[src/logic/dispatch_config.svh]
`ifndef DISPATCH_CONFIG_SVH
`define DISPATCH_CONFIG_SVH

// Rename slots offered per cycle
`define DIS_WIDTH   2

// Register and index widths
`define PREG_W      5
`define PREG_NUM    32
`define ROB_W       6
`define LQ_W        4
`define SQ_W        4
`define OP_W        20

// Queue depths and port counts
`define INT_DEPTH   8
`define MEM_DEPTH   8
`define WAKEUP_NUM  2
`define BUSY_RD_NUM 5

`endif

[src/logic/dispatch_pkg.sv]
`default_nettype none

`include "dispatch_config.svh"

package dispatch_pkg;

    typedef logic [`PREG_W-1:0] preg_t;
    typedef logic [`ROB_W-1:0]  rob_idx_t;
    typedef logic [`LQ_W-1:0]   lq_idx_t;
    typedef logic [`SQ_W-1:0]   sq_idx_t;

    localparam int INTOP_W   = 4;
    localparam int IMM_W     = `OP_W - INTOP_W;
    localparam int MEMOP_W   = 3;
    localparam int OFFSET_W  = 12;
    localparam int MEM_PAD_W = `OP_W - MEMOP_W - OFFSET_W;

    typedef struct packed {
        logic [INTOP_W-1:0] intop;
        logic [IMM_W-1:0]   imm;
    } int_view_t;

    // Top bit of memop marks a store
    typedef struct packed {
        logic [MEMOP_W-1:0]   memop;
        logic [OFFSET_W-1:0]  offset;
        logic [MEM_PAD_W-1:0] unused;
    } mem_view_t;

    typedef union packed {
        int_view_t int_view;
        mem_view_t mem_view;
    } op_word_u;

    typedef struct packed {
        rob_idx_t           robidx;
        preg_t              prs1;
        preg_t              prs2;
        preg_t              prd;
        logic               we;
        logic [INTOP_W-1:0] intop;
        logic [IMM_W-1:0]   imm;
    } int_entry_t;

    typedef struct packed {
        rob_idx_t            robidx;
        preg_t               prs1;
        preg_t               prs2;
        preg_t               prd;
        logic                we;
        logic [MEMOP_W-1:0]  memop;
        logic [OFFSET_W-1:0] offset;
        lq_idx_t             lq_idx;
        sq_idx_t             sq_idx;
    } mem_entry_t;

endpackage

`default_nettype wire

[src/logic/dispatch_ctrl.sv]
`default_nettype none
`timescale 1ns/10ps

`include "dispatch_config.svh"

module dispatch_ctrl (
    input  logic                                          clk,
    input  logic                                          rst,
    input  logic                                          flush_i,
    input  dispatch_pkg::lq_idx_t                         lq_restore_i,
    input  dispatch_pkg::sq_idx_t                         sq_restore_i,
    input  logic [`DIS_WIDTH-1:0]                         rename_valid_i,
    input  logic [`DIS_WIDTH-1:0]                         rename_mem_i,
    input  logic [`DIS_WIDTH-1:0]                         rename_we_i,
    input  dispatch_pkg::op_word_u [`DIS_WIDTH-1:0]       rename_op_i,
    input  dispatch_pkg::preg_t [`DIS_WIDTH-1:0]          rename_prs1_i,
    input  dispatch_pkg::preg_t [`DIS_WIDTH-1:0]          rename_prs2_i,
    input  dispatch_pkg::preg_t [`DIS_WIDTH-1:0]          rename_prd_i,
    input  dispatch_pkg::rob_idx_t [`DIS_WIDTH-1:0]       rename_robidx_i,
    input  logic [$clog2(`INT_DEPTH+1)-1:0]               int_free_i,
    input  logic [$clog2(`MEM_DEPTH+1)-1:0]               load_free_i,
    input  logic [$clog2(`MEM_DEPTH+1)-1:0]               store_free_i,
    output logic                                          full_o,
    output logic [`DIS_WIDTH-1:0]                         int_enq_o,
    output dispatch_pkg::int_entry_t [`DIS_WIDTH-1:0]     int_enq_data_o,
    output logic [`DIS_WIDTH-1:0]                         load_enq_o,
    output logic [`DIS_WIDTH-1:0]                         store_enq_o,
    output dispatch_pkg::mem_entry_t [`DIS_WIDTH-1:0]     load_enq_data_o,
    output dispatch_pkg::mem_entry_t [`DIS_WIDTH-1:0]     store_enq_data_o,
    output logic [`DIS_WIDTH-1:0]                         set_en_o,
    output dispatch_pkg::preg_t [`DIS_WIDTH-1:0]          set_preg_o
);
    import dispatch_pkg::*;

    lq_idx_t               lq_tail;
    lq_idx_t               lq_tail_n;
    sq_idx_t               sq_tail;
    sq_idx_t               sq_tail_n;
    logic [`DIS_WIDTH-1:0] slot_ok;
    logic [`DIS_WIDTH-1:0] is_store;
    mem_entry_t [`DIS_WIDTH-1:0] mem_entry;

    // Any queue that cannot take a whole group stalls rename
    assign full_o = (int_free_i < `DIS_WIDTH) || (load_free_i < `DIS_WIDTH) ||
                    (store_free_i < `DIS_WIDTH);

    // **********************************************************************
    // Decode and steer with slot 0 oldest
    // **********************************************************************
    always_comb begin
        lq_idx_t lq_cur;
        sq_idx_t sq_cur;
        lq_cur = lq_tail;
        sq_cur = sq_tail;
        for (int i = 0; i < `DIS_WIDTH; i++) begin
            slot_ok[i]  = rename_valid_i[i] & ~full_o & ~flush_i;
            is_store[i] = rename_op_i[i].mem_view.memop[MEMOP_W-1];

            int_enq_o[i]   = slot_ok[i] & ~rename_mem_i[i];
            load_enq_o[i]  = slot_ok[i] & rename_mem_i[i] & ~is_store[i];
            store_enq_o[i] = slot_ok[i] & rename_mem_i[i] & is_store[i];

            int_enq_data_o[i] = '{robidx: rename_robidx_i[i], prs1: rename_prs1_i[i],
                                  prs2: rename_prs2_i[i], prd: rename_prd_i[i],
                                  we: rename_we_i[i],
                                  intop: rename_op_i[i].int_view.intop,
                                  imm: rename_op_i[i].int_view.imm};

            // Indices count the loads and stores ahead of this slot
            mem_entry[i] = '{robidx: rename_robidx_i[i], prs1: rename_prs1_i[i],
                             prs2: rename_prs2_i[i], prd: rename_prd_i[i],
                             we: rename_we_i[i],
                             memop: rename_op_i[i].mem_view.memop,
                             offset: rename_op_i[i].mem_view.offset,
                             lq_idx: lq_cur, sq_idx: sq_cur};
            lq_cur = lq_cur + lq_idx_t'(load_enq_o[i]);
            sq_cur = sq_cur + sq_idx_t'(store_enq_o[i]);

            set_en_o[i]   = slot_ok[i] & rename_we_i[i];
            set_preg_o[i] = rename_prd_i[i];
        end
        lq_tail_n = lq_cur;
        sq_tail_n = sq_cur;
    end

    assign load_enq_data_o  = mem_entry;
    assign store_enq_data_o = mem_entry;

    // Tails wrap modulo the queue size
    always_ff @(posedge clk or posedge rst) begin
        if (rst) begin
            lq_tail <= '0;
            sq_tail <= '0;
        end else if (flush_i) begin
            lq_tail <= lq_restore_i;
            sq_tail <= sq_restore_i;
        end else begin
            lq_tail <= lq_tail_n;
            sq_tail <= sq_tail_n;
        end
    end

endmodule

`default_nettype wire

[src/logic/dispatch_queue.sv]
`default_nettype none
`timescale 1ns/10ps

`include "dispatch_config.svh"

module dispatch_queue #(
    parameter int DATA_W = 32,
    parameter int DEPTH  = 8
) (
    input  logic                              clk,
    input  logic                              rst,
    input  logic                              flush_i,
    input  logic [`DIS_WIDTH-1:0]             enq_i,
    input  logic [`DIS_WIDTH-1:0][DATA_W-1:0] enq_data_i,
    input  logic                              issue_full_i,
    output logic [$clog2(DEPTH+1)-1:0]        free_o,
    output logic                              issue_valid_o,
    output logic [DATA_W-1:0]                 issue_data_o
);
    // Pointers wrap on their own width, so DEPTH is a power of two
    localparam int PTR_W = $clog2(DEPTH);
    localparam int CNT_W = $clog2(DEPTH + 1);

    logic [DATA_W-1:0] mem [DEPTH];
    logic [PTR_W-1:0]  head;
    logic [PTR_W-1:0]  tail;
    logic [CNT_W-1:0]  count;
    logic [PTR_W-1:0]  wr_ptr [`DIS_WIDTH];
    logic [CNT_W-1:0]  enq_num;
    logic              pop;

    // Valid slots are packed behind the tail in slot order
    always_comb begin
        enq_num = '0;
        for (int i = 0; i < `DIS_WIDTH; i++) begin
            wr_ptr[i] = tail + PTR_W'(enq_num);
            enq_num   = enq_num + CNT_W'(enq_i[i]);
        end
    end

    always_ff @(posedge clk) begin
        for (int i = 0; i < `DIS_WIDTH; i++) begin
            if (enq_i[i]) begin
                mem[wr_ptr[i]] <= enq_data_i[i];
            end
        end
    end

    // **********************************************************************
    // Pointers and occupancy
    // **********************************************************************
    always_ff @(posedge clk or posedge rst) begin
        if (rst) begin
            head  <= '0;
            tail  <= '0;
            count <= '0;
        end else if (flush_i) begin
            head  <= '0;
            tail  <= '0;
            count <= '0;
        end else begin
            tail <= tail + PTR_W'(enq_num);
            if (pop) begin
                head <= head + 1'b1;
            end
            count <= count + enq_num - CNT_W'(pop);
        end
    end

    // Head leaves on every edge it is offered
    assign issue_valid_o = (count != '0) && !issue_full_i;
    assign pop           = issue_valid_o;
    assign issue_data_o  = mem[head];
    assign free_o        = CNT_W'(DEPTH) - count;

endmodule

`default_nettype wire

[src/logic/busy_table.sv]
`default_nettype none
`timescale 1ns/10ps

`include "dispatch_config.svh"

module busy_table (
    input  logic                                     clk,
    input  logic                                     rst,
    input  logic [`DIS_WIDTH-1:0]                    set_en_i,
    input  dispatch_pkg::preg_t [`DIS_WIDTH-1:0]     set_preg_i,
    input  logic [`WAKEUP_NUM-1:0]                   wakeup_valid_i,
    input  dispatch_pkg::preg_t [`WAKEUP_NUM-1:0]    wakeup_preg_i,
    input  dispatch_pkg::preg_t [`BUSY_RD_NUM-1:0]   rd_preg_i,
    output logic [`BUSY_RD_NUM-1:0]                  rd_busy_o
);
    logic [`PREG_NUM-1:0] busy_q;
    logic [`PREG_NUM-1:0] busy_d;

    // Clears first so that a same-cycle set wins
    always_comb begin
        busy_d = busy_q;
        for (int w = 0; w < `WAKEUP_NUM; w++) begin
            if (wakeup_valid_i[w]) begin
                busy_d[wakeup_preg_i[w]] = 1'b0;
            end
        end
        for (int s = 0; s < `DIS_WIDTH; s++) begin
            if (set_en_i[s]) begin
                busy_d[set_preg_i[s]] = 1'b1;
            end
        end
    end

    always_ff @(posedge clk or posedge rst) begin
        if (rst) begin
            busy_q <= '0;
        end else begin
            busy_q <= busy_d;
        end
    end

    // Reads see the registered table only
    for (genvar r = 0; r < `BUSY_RD_NUM; r++) begin : g_rd
        assign rd_busy_o[r] = busy_q[rd_preg_i[r]];
    end

endmodule

`default_nettype wire

[src/logic/dispatch_top.sv]
`default_nettype none
`timescale 1ns/10ps

`include "dispatch_config.svh"

module dispatch_top (
    input  logic                                     clk,
    input  logic                                     rst,
    input  logic [`DIS_WIDTH-1:0]                    rename_valid_i,
    input  logic [`DIS_WIDTH-1:0]                    rename_mem_i,
    input  logic [`DIS_WIDTH-1:0]                    rename_we_i,
    input  dispatch_pkg::op_word_u [`DIS_WIDTH-1:0]  rename_op_i,
    input  dispatch_pkg::preg_t [`DIS_WIDTH-1:0]     rename_prs1_i,
    input  dispatch_pkg::preg_t [`DIS_WIDTH-1:0]     rename_prs2_i,
    input  dispatch_pkg::preg_t [`DIS_WIDTH-1:0]     rename_prd_i,
    input  dispatch_pkg::rob_idx_t [`DIS_WIDTH-1:0]  rename_robidx_i,
    input  logic                                     flush_i,
    input  dispatch_pkg::lq_idx_t                    lq_restore_i,
    input  dispatch_pkg::sq_idx_t                    sq_restore_i,
    input  logic [`WAKEUP_NUM-1:0]                   wakeup_valid_i,
    input  dispatch_pkg::preg_t [`WAKEUP_NUM-1:0]    wakeup_preg_i,
    input  logic                                     int_issue_full_i,
    input  logic                                     load_issue_full_i,
    input  logic                                     store_issue_full_i,
    output logic                                     full_o,
    output logic                                     int_issue_valid_o,
    output dispatch_pkg::int_entry_t                 int_issue_data_o,
    output logic                                     load_issue_valid_o,
    output dispatch_pkg::mem_entry_t                 load_issue_data_o,
    output logic                                     store_issue_valid_o,
    output dispatch_pkg::mem_entry_t                 store_issue_data_o,
    output logic                                     int_rs1_ready_o,
    output logic                                     int_rs2_ready_o,
    output logic                                     load_rs1_ready_o,
    output logic                                     store_rs1_ready_o,
    output logic                                     store_rs2_ready_o
);
    import dispatch_pkg::*;

    localparam int INT_CNT_W = $clog2(`INT_DEPTH + 1);
    localparam int MEM_CNT_W = $clog2(`MEM_DEPTH + 1);

    logic [`DIS_WIDTH-1:0]         int_enq;
    logic [`DIS_WIDTH-1:0]         load_enq;
    logic [`DIS_WIDTH-1:0]         store_enq;
    int_entry_t [`DIS_WIDTH-1:0]   int_enq_data;
    mem_entry_t [`DIS_WIDTH-1:0]   load_enq_data;
    mem_entry_t [`DIS_WIDTH-1:0]   store_enq_data;
    logic [INT_CNT_W-1:0]          int_free;
    logic [MEM_CNT_W-1:0]          load_free;
    logic [MEM_CNT_W-1:0]          store_free;
    logic [`DIS_WIDTH-1:0]         set_en;
    preg_t [`DIS_WIDTH-1:0]        set_preg;
    preg_t [`BUSY_RD_NUM-1:0]      rd_preg;
    logic [`BUSY_RD_NUM-1:0]       rd_busy;

    dispatch_ctrl u_ctrl (
        .clk, .rst, .flush_i, .lq_restore_i, .sq_restore_i,
        .rename_valid_i, .rename_mem_i, .rename_we_i, .rename_op_i,
        .rename_prs1_i, .rename_prs2_i, .rename_prd_i, .rename_robidx_i,
        .int_free_i(int_free), .load_free_i(load_free), .store_free_i(store_free),
        .full_o,
        .int_enq_o(int_enq), .int_enq_data_o(int_enq_data),
        .load_enq_o(load_enq), .store_enq_o(store_enq),
        .load_enq_data_o(load_enq_data), .store_enq_data_o(store_enq_data),
        .set_en_o(set_en), .set_preg_o(set_preg)
    );

    // **********************************************************************
    // Issue queues
    // **********************************************************************
    dispatch_queue #(.DATA_W($bits(int_entry_t)), .DEPTH(`INT_DEPTH)) u_int_queue (
        .clk, .rst, .flush_i, .enq_i(int_enq), .enq_data_i(int_enq_data),
        .issue_full_i(int_issue_full_i), .free_o(int_free),
        .issue_valid_o(int_issue_valid_o), .issue_data_o(int_issue_data_o)
    );

    dispatch_queue #(.DATA_W($bits(mem_entry_t)), .DEPTH(`MEM_DEPTH)) u_load_queue (
        .clk, .rst, .flush_i, .enq_i(load_enq), .enq_data_i(load_enq_data),
        .issue_full_i(load_issue_full_i), .free_o(load_free),
        .issue_valid_o(load_issue_valid_o), .issue_data_o(load_issue_data_o)
    );

    dispatch_queue #(.DATA_W($bits(mem_entry_t)), .DEPTH(`MEM_DEPTH)) u_store_queue (
        .clk, .rst, .flush_i, .enq_i(store_enq), .enq_data_i(store_enq_data),
        .issue_full_i(store_issue_full_i), .free_o(store_free),
        .issue_valid_o(store_issue_valid_o), .issue_data_o(store_issue_data_o)
    );

    // Read port order is int rs1, int rs2, load rs1, store rs1, store rs2
    assign rd_preg = {store_issue_data_o.prs2, store_issue_data_o.prs1,
                      load_issue_data_o.prs1, int_issue_data_o.prs2, int_issue_data_o.prs1};

    busy_table u_busy (
        .clk, .rst, .set_en_i(set_en), .set_preg_i(set_preg),
        .wakeup_valid_i, .wakeup_preg_i,
        .rd_preg_i(rd_preg), .rd_busy_o(rd_busy)
    );

    assign int_rs1_ready_o   = ~rd_busy[0];
    assign int_rs2_ready_o   = ~rd_busy[1];
    assign load_rs1_ready_o  = ~rd_busy[2];
    assign store_rs1_ready_o = ~rd_busy[3];
    assign store_rs2_ready_o = ~rd_busy[4];

endmodule

`default_nettype wire

[config.mk]
export PLATFORM = sky130hd
export DESIGN_NAME = dispatch_top
export DESIGN_NICKNAME = d
export VERILOG_FILES = /design/src/logic/dispatch_pkg.sv /design/src/logic/dispatch_ctrl.sv /design/src/logic/dispatch_queue.sv /design/src/logic/busy_table.sv /design/src/logic/dispatch_top.sv
export VERILOG_INCLUDE_DIRS = /design/src /design/src/logic
export SDC_FILE = /design/constraint.sdc
export NUM_CORES = 2
export LEC_CHECK = 0
export BUFFER_PORTS_ARGS = -buffer_cell sky130_fd_sc_hd__buf_2
export CORE_MARGIN = 1
export CORE_UTILIZATION = 49
export DETAILED_ROUTE_END_ITERATION = 10
export PLACE_DENSITY = 0.76
export SLEW_MARGIN = 30
export SYNTH_ARGS = -nofsm -noshare
export SYNTH_HDL_FRONTEND = slang
export SYNTH_SLANG_ARGS = --single-unit
[constraint.sdc]
create_clock -name clk -period 15.2 [get_ports clk]
set_clock_uncertainty 0.05 [all_clocks]
set_input_delay 0.76 -clock clk [delete_from_list [all_inputs] [get_ports clk]]
set_output_delay 0.76 -clock clk [all_outputs]
set_load 0.02 [all_outputs]
# Word-level counts from Yosys, hierarchy flattened
# Memories as Yosys holds them, arrays and structs flattened.
# Index checks and enable logic that the tools add are counted.
# word_totals
regBits,70
latch_bits,0
ramBits,1056
mem_bits_ro,0
out_inout_bits,141
word_cells,153
n_memories,3
# memory_table
memory,words,width,read_ports,rd_ports_with_merged_regs,write_ports,line_no,text
u_load_queue.mem,8,45,1,0,2,dispatch_queue.sv:24,logic [DATA_W-1:0] mem [DEPTH];
u_store_queue.mem,8,45,1,0,2,dispatch_queue.sv:24,
u_int_queue.mem,8,42,1,0,2,dispatch_queue.sv:24,
# op_classes
add_sub_neg,25
mul,0
div_mod_pow,0
n_lt_le_gt_ge,16
n_eq_ne,0
shift,0
muxes,48
bitwise,31
n_reduce_logical,18
# op_table
operator,count
$mux 32,4
$and 32x32->32,2
$not 32->32,2
$or 32x32->32,2
$lt 5x6->1 const B,9
$mux 3,9
$bmux 1 s5,5
$mux 1,21
$demux 1 s5,4
$ge 5x1->1 const B,4
$mux 4,5
$add 4x1->4,4
$and 1x1->1,14
$add 4x4->4,3
$lt 4x2->1 const B,3
$reduce_bool 4->1,3
$sub 4x1->4,3
$sub 4x4->4 const A,3
$not 1->1,11
$add 3x1->3,3
$add 3x1->3 const B,3
$add 3x3->3,3
$logic_and 1x1->1,7
$add 1x1->2,3
other kinds (3),8

# Depth between registers and ports, before layout
# logic_depth
ltp_word,13
depth_mapped,19
ltp_nobuf,17

# By module
# A second synthesis with hierarchy kept.
# unflattened
cells_unflattened,3678
hier_area_um2,60496.8
# by_module_without_submodules
module,n_inst,cells_each,area_per_inst_um2,seq_area_each_um2
dispatch_queue (u_load_queue ...),2,1006,18534.0,11060.6
dispatch_queue (u_int_queue),1,949,17387.9,10339.9
busy_table,1,394,3458.3,800.8
dispatch_ctrl,1,318,2563.7,200.2
dispatch_top,1,5,18.8,0.0

# Worst setup path before layout
# No wires, ideal clock.
# synth_path
path_kind,reg-to-reg
from,reg u_store_queue.count[1]
to,"mem u_load_queue.mem[0][0] in the netlist's numbering, enable pin"
arrival_ps,6576
path_slack_ps,8003
path_stages_with_launch,9
n_path_buf,2
cell_sequence,dfrtp_1 or3_1 a31o_1 a222oi_1 buf_2 and3b_1 clkbuf_1 nand3b_1 o41ai_1
# synth_rtl
item,line_no,text
start: declaration,dispatch_queue.sv:27,logic [CNT_W-1:0] count;
start signal: assignment,dispatch_queue.sv:66,count <= count + enq_num - CNT_W'(pop);
end: declaration,dispatch_queue.sv:24,

==> impl_metrics.toml <==
[outcome]
status = "finished clean"

[yosys]
synth-async-reset-ratio_pct = 6.22
netlist_area_sq_um = 58900
synth-seq-area-share_pct = 56.8
ys_warn_count = 0
ys_ff_latch = 1126
synthFlopType = "edfxtp_1"
avgSynthCellArea_sq_um = 15.4
synth-edff-count = 1056
yosys.cell_types.count = 46
synthesis.nets = 3981
postSynthCellCount = 3817

[critical_path]
worstSetupPathType = "reg -> reg"
start_kind = "flop"
worstPathArrival_ns = 6.05
worstPathRequired_ns = 15.47
cp_max_fo = 32
critPathCaptureType = "flop"

[sta]
grt_setup_unrepaired = "false"
fmax_ghz = 0.173
hold_viol = 0
fin_crit_ns = 5.79
slew-limit-headroom_pct = 32.8
final_max_slew_viol_count = 0
fin_crit_sh_pct = 38.1
setup_violations = 0
worst_slew_pin_slew_ns = 1.01
fin_setup_tns_ns = 0

[placement]
hpwl_mm = 98.4
portBuffers = 254
dp.cells = 5361
place_congestion = 0.917

[power_and_ir_drop]
power_leakage_nw = 22.0
seq_power_share_pct = 40.6
vdd_drop_max_mv = 0.102
pwr-share-comb_pct = 29.8
p_per_area_nw_per_um2 = 143
p_int_mw = 6.39
swShare_pct = 31.5
switching_power_mw = 2.94
clkPwrFrac_pct = 29.7

[clocking]
clockBufferDepth = 3
clock-sinks = 1126
postCtsSetupBuffers = 0
tritoncts = "done"
root_buffer = "clkbuf_16"
clk_latency_ns = 0.70
clock_tree.htree_level_count = 3
numCtsBuffers = 113
clk_pin_slew_ns = 0.06

[cells_and_area]
syn2layout_area_growth_pct = 11.0
drive_above_1_share_pct = 45.9
nNetsFinal = 4044
layout.cells.non_filler = 5576

[routing]
drt-initial-drc-count = 4204
postRouteAntennaNets = 0
drt_pass1_iterations = 6
drc = 0
vias_per_cell = 6.37
finalWirelength_mm = 167
route.vias.total = 35500
wl_per_cell_um = 30.0

[grt]
grtUsageTotal_pct = 27.4
grt_pass1_vias = 35700
grt_first_pass_wirelength_mm = 244
overflow = 0
grt_max_degree = 64
antenna_found_initial = 22

[floorplanning]
io_pins = 255
die_area_sq_um = 122000
core-area_sq_um = 119000
die_y_um = 349
fp-row-count = 126
die_x_um = 349
start_util_pct = 49.7

[flow_run]
maxCapViolCount = 0

[min_path]
worstHoldPathType = "in -> reg"
-- cells in the mapped netlist (2+ instances only) --
cell type / n / area [sq um]
a21o_1: 3 / 22.5
a21oi_1: 31 / 155
a22oi_1: 104 / 781
a31o_2: 3 / 26.3
a41o_1: 9 / 90.1
and2_1: 9 / 56.3
and3_1: 9 / 56.3
and3b_1: 7 / 61.3
buf_1: 35 / 131
buf_2: 58 / 290
clkbuf_1: 299 / 1120
dfrtp_1: 70 / 1750
edfxtp_1: 1056 / 31700
fa_1: 6 / 120
ha_1: 44 / 551
inv_1: 58 / 218
mux2_1: 21 / 236
mux2_2: 1005 / 11300
mux2i_1: 108 / 1080
mux4_2: 259 / 5830
nand2_1: 300 / 1130
nand2b_1: 4 / 25.0
nand3_1: 10 / 50.1
nand3b_1: 6 / 45.0
nand4_1: 5 / 31.3
nand4b_1: 5 / 43.8
nor2_1: 68 / 255
nor2b_1: 27 / 169
nor3_1: 9 / 45.0
nor3_2: 3 / 30.0
nor3b_1: 14 / 105
nor4_4: 2 / 42.5
nor4b_2: 2 / 30.0
o21ai_0: 45 / 225
o31ai_1: 3 / 22.5
o41ai_1: 4 / 35.0
or2_2: 7 / 43.8
or3_1: 9 / 56.3
or3b_2: 2 / 17.5
xnor2_1: 66 / 578
xor2_1: 27 / 236
-- cell type report --
type,instances,area (sq um)
clock inverters,56,518
well taps,1600,2000
repair buffers,340,2070
fillers,9418,53200
inverters,58,219
diodes,7,17.5
multi-input cells,2241,23900
flip-flops and latches,1126,33500
clock buffers,148,3060
-- worst max-delay path: stages, from the launching register on --
cell	delay, ns
dfrtp_1	0.35
inv_1	0.07
ha_1	0.22
nor2b_1	0.13
a31o_1	0.21
a222oi_1	0.34
buf_4	0.25
and3b_1	0.43
nand3b_1	0.41
inv_1	0.36
ha_1	0.30
nand4b_1	0.36
or3_2	0.81
buf_4	0.41
o41ai_2	0.13
buf_4	0.51
-- state kept, by name (all words and copies together) (netlist names), 4 cells and up --
register and flops:
u_ctrl.lq_tail 4, u_int_queue.count 4, u_store_queue.count 4, u_load_queue.mem 360
u_ctrl.sq_tail 4, u_store_queue.mem 360, u_int_queue.mem 336, u_load_queue.count 4
u_busy.busy_q 32
-- power groups by stage --
stage	clock network (mW)	logic, mW	registers [mW]
5_1_grt	2.91	2.95	3.80
3_3_place_gp	0	2.70	3.86
3_5_place_dp	0	2.77	3.84
2_1_floorplan	0	2.00	3.71
4_1_cts	2.80	2.78	3.78
6_report	2.77	2.78	3.78
-- layout by cell type (no fill, tap or decap), drive strengths merged, types with 3 or more instances in the layout --
| master | synthesis | final |
|---|---|---|
| a21o | 3 | 3 |
| a21oi | 31 | 31 |
| a22oi | 104 | 104 |
| a31o | 4 | 4 |
| a41o | 9 | 9 |
| and2 | 9 | 9 |
| and3 | 9 | 9 |
| and3b | 7 | 7 |
| buf | 93 | 339 |
| bufinv | 0 | 10 |
| clkbuf | 299 | 148 |
| clkinv | 0 | 42 |
| clkinvlp | 0 | 3 |
| dfrtp | 70 | 70 |
| diode | 0 | 7 |
| edfxtp | 1056 | 1056 |
| fa | 6 | 6 |
| ha | 44 | 44 |
| inv | 58 | 59 |
| mux2 | 1026 | 1026 |
| mux2i | 108 | 108 |
| mux4 | 259 | 259 |
| nand2 | 300 | 300 |
| nand2b | 4 | 4 |
| nand3 | 10 | 10 |
| nand3b | 6 | 6 |
| nand4 | 6 | 6 |
| nand4b | 5 | 5 |
| nor2 | 69 | 69 |
| nor2b | 27 | 27 |
| nor3 | 12 | 12 |
| nor3b | 14 | 14 |
| o21ai | 45 | 45 |
| o31ai | 3 | 3 |
| o41ai | 4 | 4 |
| or2 | 7 | 7 |
| or3 | 9 | 9 |
| xnor2 | 66 | 66 |
| xor2 | 27 | 27 |
-- per-stage QoR --
stage	utilization (%)	power [mW]	area [sq um]	worst slack (ns)	hold WS [ns]
final	55.1	9.33	65300	9.41	0.254
after global routing	55.1	9.66	65300	9.25	0.238
after CTS	55.0	9.36	65200	9.49	0.210
after detailed placement	52.0	6.61	61600	9.52	0.592
after global placement	51.9	6.56	61500	9.64	0.585
after floorplan	-	5.72	58900	8.00	0.503
-- layer usage --
layer | track usage, % | part of all wire [%] | up-vias
li1 | - | - | 14900
met1 | 37.3 | 39 | 18400
met2 | 44.0 | 48 | 1920
met3 | 5.45 | 9.9 | 346
met4 | 9.24 | 3.3 | 14
met5 | 0 | 0.048 | -
-- logic make-up after synthesis --
logic type,synth area share (%)
AO/OA/AOI/OAI,2.35
XOR/XNOR,1.38
adder cells (fa/ha/maj),1.14
buffers and inverters,2.99
multiplexers,31.4
flip-flops,56.8
AND/OR/NAND/NOR,3.92
-- final timing paths --
kind / cells past startpoint / end / from / slack [ns]
worst max-delay path: 15 / u_load_queue.mem[4][3] / u_store_queue.count[0] / 9.41
worst min-delay path: 3 / u_ctrl.sq_tail[2] / sq_restore_i[2] / 0.25
worst max register to register: 15 / u_load_queue.mem[4][3] / u_store_queue.count[0] / 9.41
worst min register to register: 2 / u_int_queue.tail[2] / u_int_queue.tail[2] / 0.63
max in group asynchronous: 4 / u_int_queue.head[1] / rst / 13.33
min in group asynchronous: 3 / u_busy.busy_q[13] / rst / 0.55
-- timing repair --
item	4_1_cts	5_1_grt
hold endpoints to repair	20	0
resized for setup	0	0
hold buffers	1	0
Power figures use the tool's default switching activity.
